<file path="config.mk">
export PLATFORM = sky130hd
export DESIGN_NAME = xbar_top
export DESIGN_NICKNAME = d
export VERILOG_FILES = /design/src/xbar_pkg.sv /design/src/xbar_slave_arbiter.sv /design/src/xbar_resp_merge.sv /design/src/xbar_top.sv
export VERILOG_INCLUDE_DIRS = /design/src /design/src/src
export SDC_FILE = /design/constraint.sdc
export NUM_CORES = 1
export LEC_CHECK = 0
export ABC_AREA = 1
export BUFFER_PORTS_ARGS = -buffer_cell sky130_fd_sc_hd__buf_2
export CAP_MARGIN = 20
export CORE_AREA = 10 10 147 149
export CTS_BUF_LIST = sky130_fd_sc_hd__clkbuf_8
export DETAILED_ROUTE_END_ITERATION = 10
export DIE_AREA = 0 0 157 159
export SLEW_MARGIN = 20
export SYNTH_ARGS = -nofsm -noshare
export SYNTH_HDL_FRONTEND = slang
export SYNTH_SLANG_ARGS = --single-unit
export TNS_END_PERCENT = 10
</file>
<file path="constraint.sdc">
create_clock -name memread_grant -period 2.25 [get_ports memread_grant]
set_input_delay 0.1125 -clock memread_grant [delete_from_list [all_inputs] [get_ports memread_grant]]
set_output_delay 0.1125 -clock memread_grant [all_outputs]
set_load 0.02 [all_outputs]
</file>
<file path="src/xbar_cfg.svh">
`ifndef XBAR_CFG_SVH
`define XBAR_CFG_SVH

// Width of every address and data word on the fabric.
`define XBAR_DATA_W 32

// Entries in each read-order FIFO and the read limit per master.
`define XBAR_ORDER_DEPTH 4

// Address bit that picks the slave.
`define XBAR_SEL_BIT 30

`endif

</file>
<file path="src/xbar_pkg.sv">
`include "xbar_cfg.svh"

package xbar_pkg;

	// Field view of a bus address. The slave number sits above the select bit.
	typedef struct packed {
		logic [`XBAR_DATA_W-`XBAR_SEL_BIT-2:0] slave;     // Upper slave field.
		logic                                  sel;       // Selects slave 0 or 1.
		logic [`XBAR_SEL_BIT-3:0]              word_idx;  // Word inside the slave.
		logic [1:0]                            byte_off;  // Always zero for word access.
	} xbar_addr_fields_t;

	// One address word seen either as raw bits or as fields.
	typedef union packed {
		logic [`XBAR_DATA_W-1:0] raw;
		xbar_addr_fields_t       f;
	} xbar_addr_u;

	// Identifies one of the two masters.
	typedef logic master_id_t;

	// Identifies one of the two slaves.
	typedef logic slave_id_t;

endpackage

</file>
<file path="src/xbar_slave_arbiter.sv">
`include "xbar_cfg.svh"

module xbar_slave_arbiter import xbar_pkg::*;
(
	input  logic                    memread_grant,
	input  logic                    rst_n_i,
	input  logic [1:0]              req_i,
	input  logic [1:0]              block_i,
	input  logic [`XBAR_DATA_W-1:0] m0_addr_i,
	input  logic                    m0_we_i,
	input  logic [`XBAR_DATA_W-1:0] m0_wdata_i,
	input  logic [`XBAR_DATA_W-1:0] m1_addr_i,
	input  logic                    m1_we_i,
	input  logic [`XBAR_DATA_W-1:0] m1_wdata_i,
	output logic                    s_req_o,
	output logic [`XBAR_DATA_W-1:0] s_addr_o,
	output logic                    s_we_o,
	output logic [`XBAR_DATA_W-1:0] s_wdata_o,
	input  logic                    s_ack_i,
	input  logic                    s_resp_i,
	output logic [1:0]              grant_ack_o,
	output master_id_t              resp_owner_o
);

	localparam int DEPTH = `XBAR_ORDER_DEPTH;
	localparam int PTR_W = (DEPTH > 1) ? $clog2(DEPTH) : 1;
	localparam int CNT_W = $clog2(DEPTH + 1);

	logic             locked;
	master_id_t       lock_id;
	master_id_t       rr_ptr;
	logic [1:0]       eligible;
	logic             gnt_valid;
	master_id_t       gnt_id;
	logic             push;
	logic             pop;
	logic             fifo_full;
	master_id_t       order_mem [DEPTH];
	logic [PTR_W-1:0] wr_ptr;
	logic [PTR_W-1:0] rd_ptr;
	logic [CNT_W-1:0] fifo_cnt;

	function automatic logic [PTR_W-1:0] ptr_inc(input logic [PTR_W-1:0] p);
		return (p == PTR_W'(DEPTH - 1)) ? '0 : p + 1'b1;
	endfunction

	assign fifo_full = (fifo_cnt == CNT_W'(DEPTH));

	// A read may only start while the order FIFO has room for its owner.
	assign eligible[0] = req_i[0] & ~block_i[0] & ~(fifo_full & ~m0_we_i);
	assign eligible[1] = req_i[1] & ~block_i[1] & ~(fifo_full & ~m1_we_i);

	always_comb
	begin
		gnt_valid = 1'b0;
		gnt_id    = rr_ptr;
		if (locked)
		begin
			gnt_valid = 1'b1;  // Held grant waits for the slave ack.
			gnt_id    = lock_id;
		end
		else if (eligible[rr_ptr])
		begin
			gnt_valid = 1'b1;
			gnt_id    = rr_ptr;
		end
		else if (eligible[~rr_ptr])
		begin
			gnt_valid = 1'b1;
			gnt_id    = ~rr_ptr;
		end
	end

	assign s_req_o   = gnt_valid;
	assign s_addr_o  = (gnt_id == 1'b1) ? m1_addr_i : m0_addr_i;
	assign s_we_o    = (gnt_id == 1'b1) ? m1_we_i : m0_we_i;
	assign s_wdata_o = (gnt_id == 1'b1) ? m1_wdata_i : m0_wdata_i;

	assign grant_ack_o[0] = s_ack_i & gnt_valid & (gnt_id == 1'b0);
	assign grant_ack_o[1] = s_ack_i & gnt_valid & (gnt_id == 1'b1);

	always_ff @(posedge memread_grant)
	begin
		if (!rst_n_i)
		begin
			locked  <= 1'b0;
			lock_id <= '0;
			rr_ptr  <= '0;
		end
		else if (gnt_valid)
		begin
			if (s_ack_i)
			begin
				locked <= 1'b0;
				rr_ptr <= ~gnt_id;  // The other master goes first next time.
			end
			else
			begin
				locked  <= 1'b1;
				lock_id <= gnt_id;
			end
		end
	end

	assign push = gnt_valid & s_ack_i & ~s_we_o;
	assign pop  = s_resp_i;

	always_ff @(posedge memread_grant)
	begin
		if (push)
			order_mem[wr_ptr] <= gnt_id;
	end

	always_ff @(posedge memread_grant)
	begin
		if (!rst_n_i)
		begin
			wr_ptr   <= '0;
			rd_ptr   <= '0;
			fifo_cnt <= '0;
		end
		else
		begin
			if (push)
				wr_ptr <= ptr_inc(wr_ptr);
			if (pop)
				rd_ptr <= ptr_inc(rd_ptr);
			fifo_cnt <= fifo_cnt + CNT_W'(push) - CNT_W'(pop);
		end
	end

	assign resp_owner_o = order_mem[rd_ptr];  // Oldest read owns the response.

	a_resp_needs_entry: assert property (@(posedge memread_grant) disable iff (!rst_n_i)
		s_resp_i |-> (fifo_cnt != '0));

	a_no_push_full: assert property (@(posedge memread_grant) disable iff (!rst_n_i)
		push |-> !fifo_full);

	a_req_held: assert property (@(posedge memread_grant) disable iff (!rst_n_i)
		(s_req_o && !s_ack_i) |=> (s_req_o && $stable(s_addr_o) && $stable(s_we_o)
			&& $stable(s_wdata_o)));

endmodule

</file>
<file path="src/xbar_resp_merge.sv">
`include "xbar_cfg.svh"

module xbar_resp_merge import xbar_pkg::*;
(
	input  logic                    memread_grant,
	input  logic                    rst_n_i,
	input  logic [1:0]              s0_grant_ack_i,
	input  logic [1:0]              s1_grant_ack_i,
	input  logic                    s0_resp_i,
	input  logic                    s1_resp_i,
	input  master_id_t              s0_owner_i,
	input  master_id_t              s1_owner_i,
	input  logic [`XBAR_DATA_W-1:0] s0_rdata_i,
	input  logic [`XBAR_DATA_W-1:0] s1_rdata_i,
	input  slave_id_t               m0_read_sel_i,
	input  slave_id_t               m1_read_sel_i,
	input  logic                    m0_rd_i,
	input  logic                    m1_rd_i,
	output logic                    m0_ack_o,
	output logic                    m1_ack_o,
	output logic [`XBAR_DATA_W-1:0] m0_rdata_o,
	output logic [`XBAR_DATA_W-1:0] m1_rdata_o,
	output logic                    m0_resp_o,
	output logic                    m1_resp_o,
	output logic [1:0]              s0_block_o,
	output logic [1:0]              s1_block_o
);

	localparam int DEPTH = `XBAR_ORDER_DEPTH;
	localparam int CNT_W = $clog2(DEPTH + 1);

	logic [1:0]       m_ack;
	logic [1:0]       m_rd;
	logic [1:0]       m_resp;
	logic [1:0]       m_full;
	logic [1:0]       m_pending;
	slave_id_t        m_sel [2];
	logic [CNT_W-1:0] rd_cnt [2];
	slave_id_t        rd_tgt [2];

	// Only one arbiter can grant a master at a time.
	assign m_ack[0] = s0_grant_ack_i[0] | s1_grant_ack_i[0];
	assign m_ack[1] = s0_grant_ack_i[1] | s1_grant_ack_i[1];
	assign m0_ack_o = m_ack[0];
	assign m1_ack_o = m_ack[1];

	assign m_resp[0] = (s0_resp_i & (s0_owner_i == 1'b0)) | (s1_resp_i & (s1_owner_i == 1'b0));
	assign m_resp[1] = (s0_resp_i & (s0_owner_i == 1'b1)) | (s1_resp_i & (s1_owner_i == 1'b1));
	assign m0_resp_o = m_resp[0];
	assign m1_resp_o = m_resp[1];

	// Slave 1 data is picked only when it answers this master.
	assign m0_rdata_o = (s1_resp_i && (s1_owner_i == 1'b0)) ? s1_rdata_i : s0_rdata_i;
	assign m1_rdata_o = (s1_resp_i && (s1_owner_i == 1'b1)) ? s1_rdata_i : s0_rdata_i;

	assign m_rd[0]  = m0_rd_i;
	assign m_rd[1]  = m1_rd_i;
	assign m_sel[0] = m0_read_sel_i;
	assign m_sel[1] = m1_read_sel_i;

	always_ff @(posedge memread_grant)
	begin
		for (int m = 0; m < 2; m++)
		begin
			if (!rst_n_i)
			begin
				rd_cnt[m] <= '0;
				rd_tgt[m] <= '0;
			end
			else
			begin
				if (m_ack[m] && m_rd[m])
					rd_tgt[m] <= m_sel[m];  // All pending reads share this slave.
				rd_cnt[m] <= rd_cnt[m] + CNT_W'(m_ack[m] & m_rd[m]) - CNT_W'(m_resp[m]);
			end
		end
	end

	always_comb
	begin
		for (int m = 0; m < 2; m++)
		begin
			m_full[m]    = (rd_cnt[m] == CNT_W'(DEPTH));
			m_pending[m] = (rd_cnt[m] != '0);
			// Writes never wait here since they return nothing.
			s0_block_o[m] = m_rd[m] & (m_full[m] | (m_pending[m] & (rd_tgt[m] != 1'b0)));
			s1_block_o[m] = m_rd[m] & (m_full[m] | (m_pending[m] & (rd_tgt[m] != 1'b1)));
		end
	end

	a_one_resp_per_master: assert property (@(posedge memread_grant) disable iff (!rst_n_i)
		(s0_resp_i && s1_resp_i) |-> (s0_owner_i != s1_owner_i));

	a_m0_no_underflow: assert property (@(posedge memread_grant) disable iff (!rst_n_i)
		m_resp[0] |-> m_pending[0]);

	a_m1_no_underflow: assert property (@(posedge memread_grant) disable iff (!rst_n_i)
		m_resp[1] |-> m_pending[1]);

endmodule

</file>
<file path="src/xbar_top.sv">
`include "xbar_cfg.svh"

module xbar_top import xbar_pkg::*;
(
	input  logic                    memread_grant,
	input  logic                    rst_n_i,

	input  logic                    m0_req_i,
	input  logic [`XBAR_DATA_W-1:0] m0_addr_i,
	input  logic                    m0_we_i,
	input  logic [`XBAR_DATA_W-1:0] m0_wdata_i,
	output logic                    m0_ack_o,
	output logic [`XBAR_DATA_W-1:0] m0_rdata_o,
	output logic                    m0_resp_o,

	input  logic                    m1_req_i,
	input  logic [`XBAR_DATA_W-1:0] m1_addr_i,
	input  logic                    m1_we_i,
	input  logic [`XBAR_DATA_W-1:0] m1_wdata_i,
	output logic                    m1_ack_o,
	output logic [`XBAR_DATA_W-1:0] m1_rdata_o,
	output logic                    m1_resp_o,

	output logic                    s0_req_o,
	output logic [`XBAR_DATA_W-1:0] s0_addr_o,
	output logic                    s0_we_o,
	output logic [`XBAR_DATA_W-1:0] s0_wdata_o,
	input  logic                    s0_ack_i,
	input  logic [`XBAR_DATA_W-1:0] s0_rdata_i,
	input  logic                    s0_resp_i,

	output logic                    s1_req_o,
	output logic [`XBAR_DATA_W-1:0] s1_addr_o,
	output logic                    s1_we_o,
	output logic [`XBAR_DATA_W-1:0] s1_wdata_o,
	input  logic                    s1_ack_i,
	input  logic [`XBAR_DATA_W-1:0] s1_rdata_i,
	input  logic                    s1_resp_i
);

	xbar_addr_u m0_addr_u;
	xbar_addr_u m1_addr_u;
	slave_id_t  m0_sel;
	slave_id_t  m1_sel;
	logic       m0_rd;
	logic       m1_rd;
	logic [1:0] arb_s0_req;
	logic [1:0] arb_s1_req;
	logic [1:0] s0_block;
	logic [1:0] s1_block;
	logic [1:0] s0_grant_ack;
	logic [1:0] s1_grant_ack;
	master_id_t s0_owner;
	master_id_t s1_owner;

	assign m0_addr_u = m0_addr_i;
	assign m1_addr_u = m1_addr_i;
	assign m0_sel    = m0_addr_u.f.sel;  // Select bit of the address.
	assign m1_sel    = m1_addr_u.f.sel;
	assign m0_rd     = ~m0_we_i;
	assign m1_rd     = ~m1_we_i;

	// Each arbiter sees only the masters that address its slave.
	assign arb_s0_req = {m1_req_i & (m1_sel == 1'b0), m0_req_i & (m0_sel == 1'b0)};
	assign arb_s1_req = {m1_req_i & (m1_sel == 1'b1), m0_req_i & (m0_sel == 1'b1)};

	xbar_slave_arbiter i_arb_s0 (
		.memread_grant(memread_grant), .rst_n_i(rst_n_i),
		.req_i(arb_s0_req), .block_i(s0_block),
		.m0_addr_i(m0_addr_i), .m0_we_i(m0_we_i), .m0_wdata_i(m0_wdata_i),
		.m1_addr_i(m1_addr_i), .m1_we_i(m1_we_i), .m1_wdata_i(m1_wdata_i),
		.s_req_o(s0_req_o), .s_addr_o(s0_addr_o), .s_we_o(s0_we_o), .s_wdata_o(s0_wdata_o),
		.s_ack_i(s0_ack_i), .s_resp_i(s0_resp_i),
		.grant_ack_o(s0_grant_ack), .resp_owner_o(s0_owner)
	);

	xbar_slave_arbiter i_arb_s1 (
		.memread_grant(memread_grant), .rst_n_i(rst_n_i),
		.req_i(arb_s1_req), .block_i(s1_block),
		.m0_addr_i(m0_addr_i), .m0_we_i(m0_we_i), .m0_wdata_i(m0_wdata_i),
		.m1_addr_i(m1_addr_i), .m1_we_i(m1_we_i), .m1_wdata_i(m1_wdata_i),
		.s_req_o(s1_req_o), .s_addr_o(s1_addr_o), .s_we_o(s1_we_o), .s_wdata_o(s1_wdata_o),
		.s_ack_i(s1_ack_i), .s_resp_i(s1_resp_i),
		.grant_ack_o(s1_grant_ack), .resp_owner_o(s1_owner)
	);

	xbar_resp_merge i_merge (
		.memread_grant(memread_grant), .rst_n_i(rst_n_i),
		.s0_grant_ack_i(s0_grant_ack), .s1_grant_ack_i(s1_grant_ack),
		.s0_resp_i(s0_resp_i), .s1_resp_i(s1_resp_i),
		.s0_owner_i(s0_owner), .s1_owner_i(s1_owner),
		.s0_rdata_i(s0_rdata_i), .s1_rdata_i(s1_rdata_i),
		.m0_read_sel_i(m0_sel), .m1_read_sel_i(m1_sel),
		.m0_rd_i(m0_rd), .m1_rd_i(m1_rd),
		.m0_ack_o(m0_ack_o), .m1_ack_o(m1_ack_o),
		.m0_rdata_o(m0_rdata_o), .m1_rdata_o(m1_rdata_o),
		.m0_resp_o(m0_resp_o), .m1_resp_o(m1_resp_o),
		.s0_block_o(s0_block), .s1_block_o(s1_block)
	);

endmodule

</file>
== Word level (Yosys, flattened, before mapping) ==
Memory sizes are Yosys's and may differ from the RTL's. A register that Yosys moved wholly into a read port is not among the register bits.
Index checks and enable logic that the tools add are counted.

* Register bits: 20
* Memory bits (writable): 16
* Input port bits: 202
* Output and inout bits: 200
* Logic and storage cells: 178
* Memories kept: 4

* Add/subtract/negate cells: 12
* Magnitude comparators: 4
* Equal/unequal tests: 8
* Mux-type cells: 54
* Bitwise gates (word level): 74
* Reductions and logical operators: 10

{| class="wikitable"
|+ Memory list
! name !! words !! bits a word !! read ports !! clocked after Yosys merged registers in !! write ports !! line !! text
|-
| i_merge.rd_cnt || 2 || 3 || 2 || 0 || 2 || xbar_resp_merge.sv:38 || <nowiki>logic [CNT_W-1:0] rd_cnt [2];</nowiki>
|-
| i_arb_s0.order_mem || 4 || 1 || 1 || 1 || 1 || xbar_slave_arbiter.sv:38 || <nowiki>master_id_t order_mem [DEPTH];</nowiki>
|-
| i_arb_s1.order_mem || 4 || 1 || 1 || 1 || 1 || xbar_slave_arbiter.sv:38 ||
|-
| i_merge.rd_tgt || 2 || 1 || 2 || 0 || 2 || xbar_resp_merge.sv:39 || <nowiki>slave_id_t rd_tgt [2];</nowiki>
|}

{| class="wikitable"
|+ Operators with widths
! cell !! number
|-
| 2-to-1 mux 32 bit || 6
|-
| AND 1 bit || 38
|-
| 2-to-1 mux 1 bit || 38
|-
| NOT 1 bit || 24
|-
| 2-to-1 mux 2 bit || 8
|-
| == test 3 bit, second input constant || 4
|-
| bitwise OR 1 bit || 12
|-
| subtractor 3 x 1 -> 3 bit || 4
|-
| adder 2 x 1 -> 2 bit, second input constant || 4
|-
| == test 2 bit, second input constant || 4
|-
| less-than comparator 1 x 2 -> 1 bit, second input constant || 4
|-
| AND reduction 2 bit || 4
|-
| adder 3 x 1 -> 3 bit || 2
|-
| adder 3 bit || 2
|-
| 2-to-1 mux 3 bit || 2
|-
| nonzero test 3 bit || 2
|-
| logical AND 1 bit || 4
|}

== Longest topological paths before layout ==
An unclocked memory read counts as a cell.

* Depth in word-level cells: 21
* Depth in mapped cells: 18
* Gate-level depth less buffers: 18

== Modules after synthesis ==
From an unflattened synthesis, not the netlist that was laid out.

* Cell total of the unflattened synthesis: 883
* Area total of the unflattened synthesis: 5011.1 sq um

{| class="wikitable"
|+ Modules (own cells, without submodules)
! module !! instances !! cells an instance !! area an instance (sq um) !! seq. area each (sq um)
|-
| xbar_slave_arbiter || 2 || 311 || 1665.3 || 360.3
|-
| xbar_resp_merge || 1 || 251 || 1637.8 || 170.2
|-
| xbar_top || 1 || 10 || 42.5 || 0.0
|}

== Least setup slack after synthesis ==
No wires, ideal clock.

* Path kind: reg-to-reg
* Start point: memory i_merge.rd_cnt[1][1] (netlist name)
* End point: memory i_merge.rd_cnt[1][2] (netlist name)
* Setup time: 0.120 ns
* Arrival time: 2.423 ns
* Required time: 2.130 ns
* Slack: -0.293 ns
* Stages on the path, launching flop included: 18
* Path buffers: 0
* Clock period less this slack: 2.543 ns
* Cell sequence: dfxtp_1 > nor2_1 > nand2_1 > nand3_1 > nand3_1 > nand3_1 > nand2_1 > inv_2 > nand3_1 > nand2_2 > nand2_1 > inv_1 > ha_1 > inv_1 > fa_1 > xor2_1 > o21ai_0 > a21oi_1

{| class="wikitable"
|+ RTL lines
! item !! line
|-
| start, declared || xbar_resp_merge.sv:38
|}

==> out/metrics.cfg <==
[synthesis]
synth_top_area_share=0.171
syn_area_um2=4660
synth.mux.area_fraction=0
ys_ff_latch=40
avgSynthCellArea_um2=5.87
synth_top_flop_cell=dfxtp_1
synthSimpleGateAreaFrac=0.275
syn_inst=795
synth_top_area_cell=nand2_1
async_flop_share=0
synth_xor_xnor_area_share=0.00939
synthAdderAreaFrac=0.0655
ys_top_cells_by_count=nand2_1 (213), inv_1 (155), o21ai_0 (70)
ys_seq_area_frac=0.191
synth.distinct_cells=33
synth_compound_area_frac=0.265
synth_edf_count=9
synth.area.top_cells=nand2_1 (17%), dfxtp_1 (13%), inv_1 (12%)
yosysMostFrequentCell=nand2_1
syn-num-nets=1019
synth_warnings=0
synth_top_family_by_area=simple AND/OR/NAND/NOR gates

[cts]
clockBufferDepth=2
cts-buffers-inserted=5
clkLatencyLatePin_ns=0.29
cts.reportedPaths.clkPinSlew_ns=0.08
cts_root_buf=clkbuf_8
cts_tree=yes
cts.sinks=40
cts_max_level=2

[grt]
met1_usage=0.197
grt_max_degree=65
grt_remaining_overflow=0
grt_pass1_wl_mm=34.9
antenna_found_initial=1
grt_pass1_vias=6153
grtUsageTotal=0.174
use_met2=0.313
gr-max-usage-layer=met2
use_met3=0.0572

[routing]
routed_wl_mm=24.1
drt_pre_antenna_iters=5
vias_per_cell=4.51
drtAntennaViolNets=0
drt-wirelength-per-cell_um=16.6
detailedRoute.firstIterationViolations=289
dr_total_vias=6523
drc=0

[power]
p_sw_mw=3.69
irDropWorstVdd_mv=0.470
leakagePower_nw=4.61
p_seq_frac=0.142
finalPower_mw=7.09
p_comb_frac=0.776
clockPowerShare=0.082
power.internal_mw=3.39
p_per_area_nw_per_um2=881
netSwitchingFraction=0.521

[timing]
finClkSkew_ns=0.00695
setup_viol=17
min_period_over_period=1.06
fmax_mhz=419
rsz0062_at_grt=true
fin_ws_ns=-0.136
worst_pin_slew_ns=0.598
post-route-min-period_ns=2.39
max-slew-margin-rel=0.600
setup_tns_ns=-0.688
hold_viol_final=0
drv_slew=0

[placed_design]
io_buffers=401
dp.cells=1422
place_hpwl_mm=18.8
gp_congestion=0.926
dpl_cell_area_um2=7090

[cells_and_area]
fin_nets=1435
fin_cells=1447
multi_input_area_um2=3210
fin_util=0.433
area_delta_synth_final_pct=72.5
layout-drive-gt1-share=0.487
seq_area_um2=908
fillers=1984
postLayoutCellArea_um2=8040

[setup_path]
required_ns=2.49
critical_path_buf_inv_count=3
cp.arrival_ns=2.63
crit_path_start_kind=flip-flop
crit_path_max_fanout=4
cpPeakStageDelay_ns=0.51
crit_family=adder cells
cp-startpoint=i_merge.rd_cnt[1][0]$_SDFF_PN0_
endpoint_kind=flip-flop
reg2reg_from=i_merge.rd_cnt[1][0]$_SDFF_PN0_
crit_type=reg2reg
path_cells=nor2_4, nand2_2, nand3_2, buf_4, nand4_1, nand3_4, nand2_4, nand2_4, nand3_4, ha_4, inv_1, ha_2, fa_2, nand2_1, inv_1
critical_path.slowest_cell=fa_2

[worst_hold_path]
min_path_type=in2reg
hp-start=s0_ack_i

[die]
core_area_um2=18600
io_pins=402
rows=50
start_util=0.251
die_area_um2=25000
die_h_um=159
die_w_um=157

[job]
cap_violations=0

[run_status]
outcome=finished, violations left
violations=setup timing

## power by group through the flow
stage / registers [mW] / clock network (mW) / logic (mW)
2_1_floorplan: 0.985 / 0 / 2.99
3_3_place_gp: 0.984 / 0 / 4.47
3_5_place_dp: 0.989 / 0 / 4.47
4_1_cts: 0.979 / 0.595 / 4.96
5_1_grt: 1.03 / 0.625 / 5.94
6_report: 1.00 / 0.580 / 5.50
## through the flow
step / hold WS [ns] / setup WS [ns]
2_1_floorplan: 0.251 / -0.0547
3_3_place_gp: 0.423 / -0.0592
6_report: 0.107 / -0.136
5_1_grt: 0.124 / -0.270
4_1_cts: 0.102 / -0.0896
3_5_place_dp: 0.421 / -0.0870
## worst reg2reg max path: stages, from the launching register on
cell	delay, ns
dfxtp_4	0.37
nor2_4	0.11
nand2_2	0.05
nand3_2	0.08
buf_4	0.10
nand4_1	0.15
nand3_4	0.14
nand2_4	0.10
nand2_4	0.09
nand3_4	0.07
ha_4	0.26
inv_1	0.03
ha_2	0.16
fa_2	0.51
nand2_1	0.05
inv_1	0.06
## worst paths after layout
path	slack (ns)	endpoint	cells after the start
worst max-delay path	-0.14	i_arb_s1.fifo_cnt[1]$_SDFF_PN0_	15
worst min-delay path	0.11	i_arb_s0.locked$_SDFFE_PN0N_	4
worst max register to register	-0.14	i_arb_s1.fifo_cnt[1]$_SDFF_PN0_	15
worst min register to register	0.46	i_merge.rd_cnt[1][2]$_SDFF_PN0_	1
## layer usage
metal / vias up / routed length (µm)
met5: - / 0
met4: 0 / 400
met3: 30 / 2090
met2: 208 / 12100
met1: 2965 / 9460
li1: 3320 / -
## timing repair
action	CTS	global route
hold endpoints to repair	0	0
resized for setup	43	168
gates cloned	6	2
endpoints found under the setup margin	122	189
pin swaps	15	25
hold buffers	0	0
buffers inserted	2	6
## logic make-up (layout without fill, tap and decap cells)
logic type	count (synthesis)	after routing
compound gates	216	216
xor+xnor	5	5
fa+ha+maj	22	22
buf+inv	201	618
flops	40	40
other cells	0	1
simple gates	311	311
## cells in the final DEF (no fill, tap or decap), drive strengths merged, types with 3 or more instances in the layout
cell type	netlist	routed
xnor2	3	3
a21oi	42	42
buf	34	449
edfxtp	9	9
clkbuf	9	8
ha	18	18
dfxtp	31	31
nand3	16	16
inv	158	159
fa	4	4
nand4	6	6
nor2	65	65
o21ai	170	170
nand2	219	219
## registers in the layout, summed over array words and instances, names as in the netlist, 2 cells and up, named ones only
register            cells
i_merge.rd_cnt          6
i_arb_s0.order_mem      4
i_arb_s1.order_mem      4
i_arb_s0.fifo_cnt       3
i_arb_s1.fifo_cnt       3
i_arb_s0.rd_ptr         2
i_arb_s0.wr_ptr         2
i_arb_s1.rd_ptr         2
i_arb_s1.wr_ptr         2
i_merge.rd_tgt          2
## cell type report
class | count | area share
Sequential cell | 40 | 0.113
Timing Repair Buffer | 452 | 0.364
Antenna cell | 1 | 0.000311
Clock buffer | 5 | 0.00855
Multi-Input combinational cell | 554 | 0.399
Tap cell | 234 | 0.0364
Inverter | 158 | 0.0747
Clock inverter | 3 | 0.00482
No activity file was read; power rests on OpenSTA's default activity.
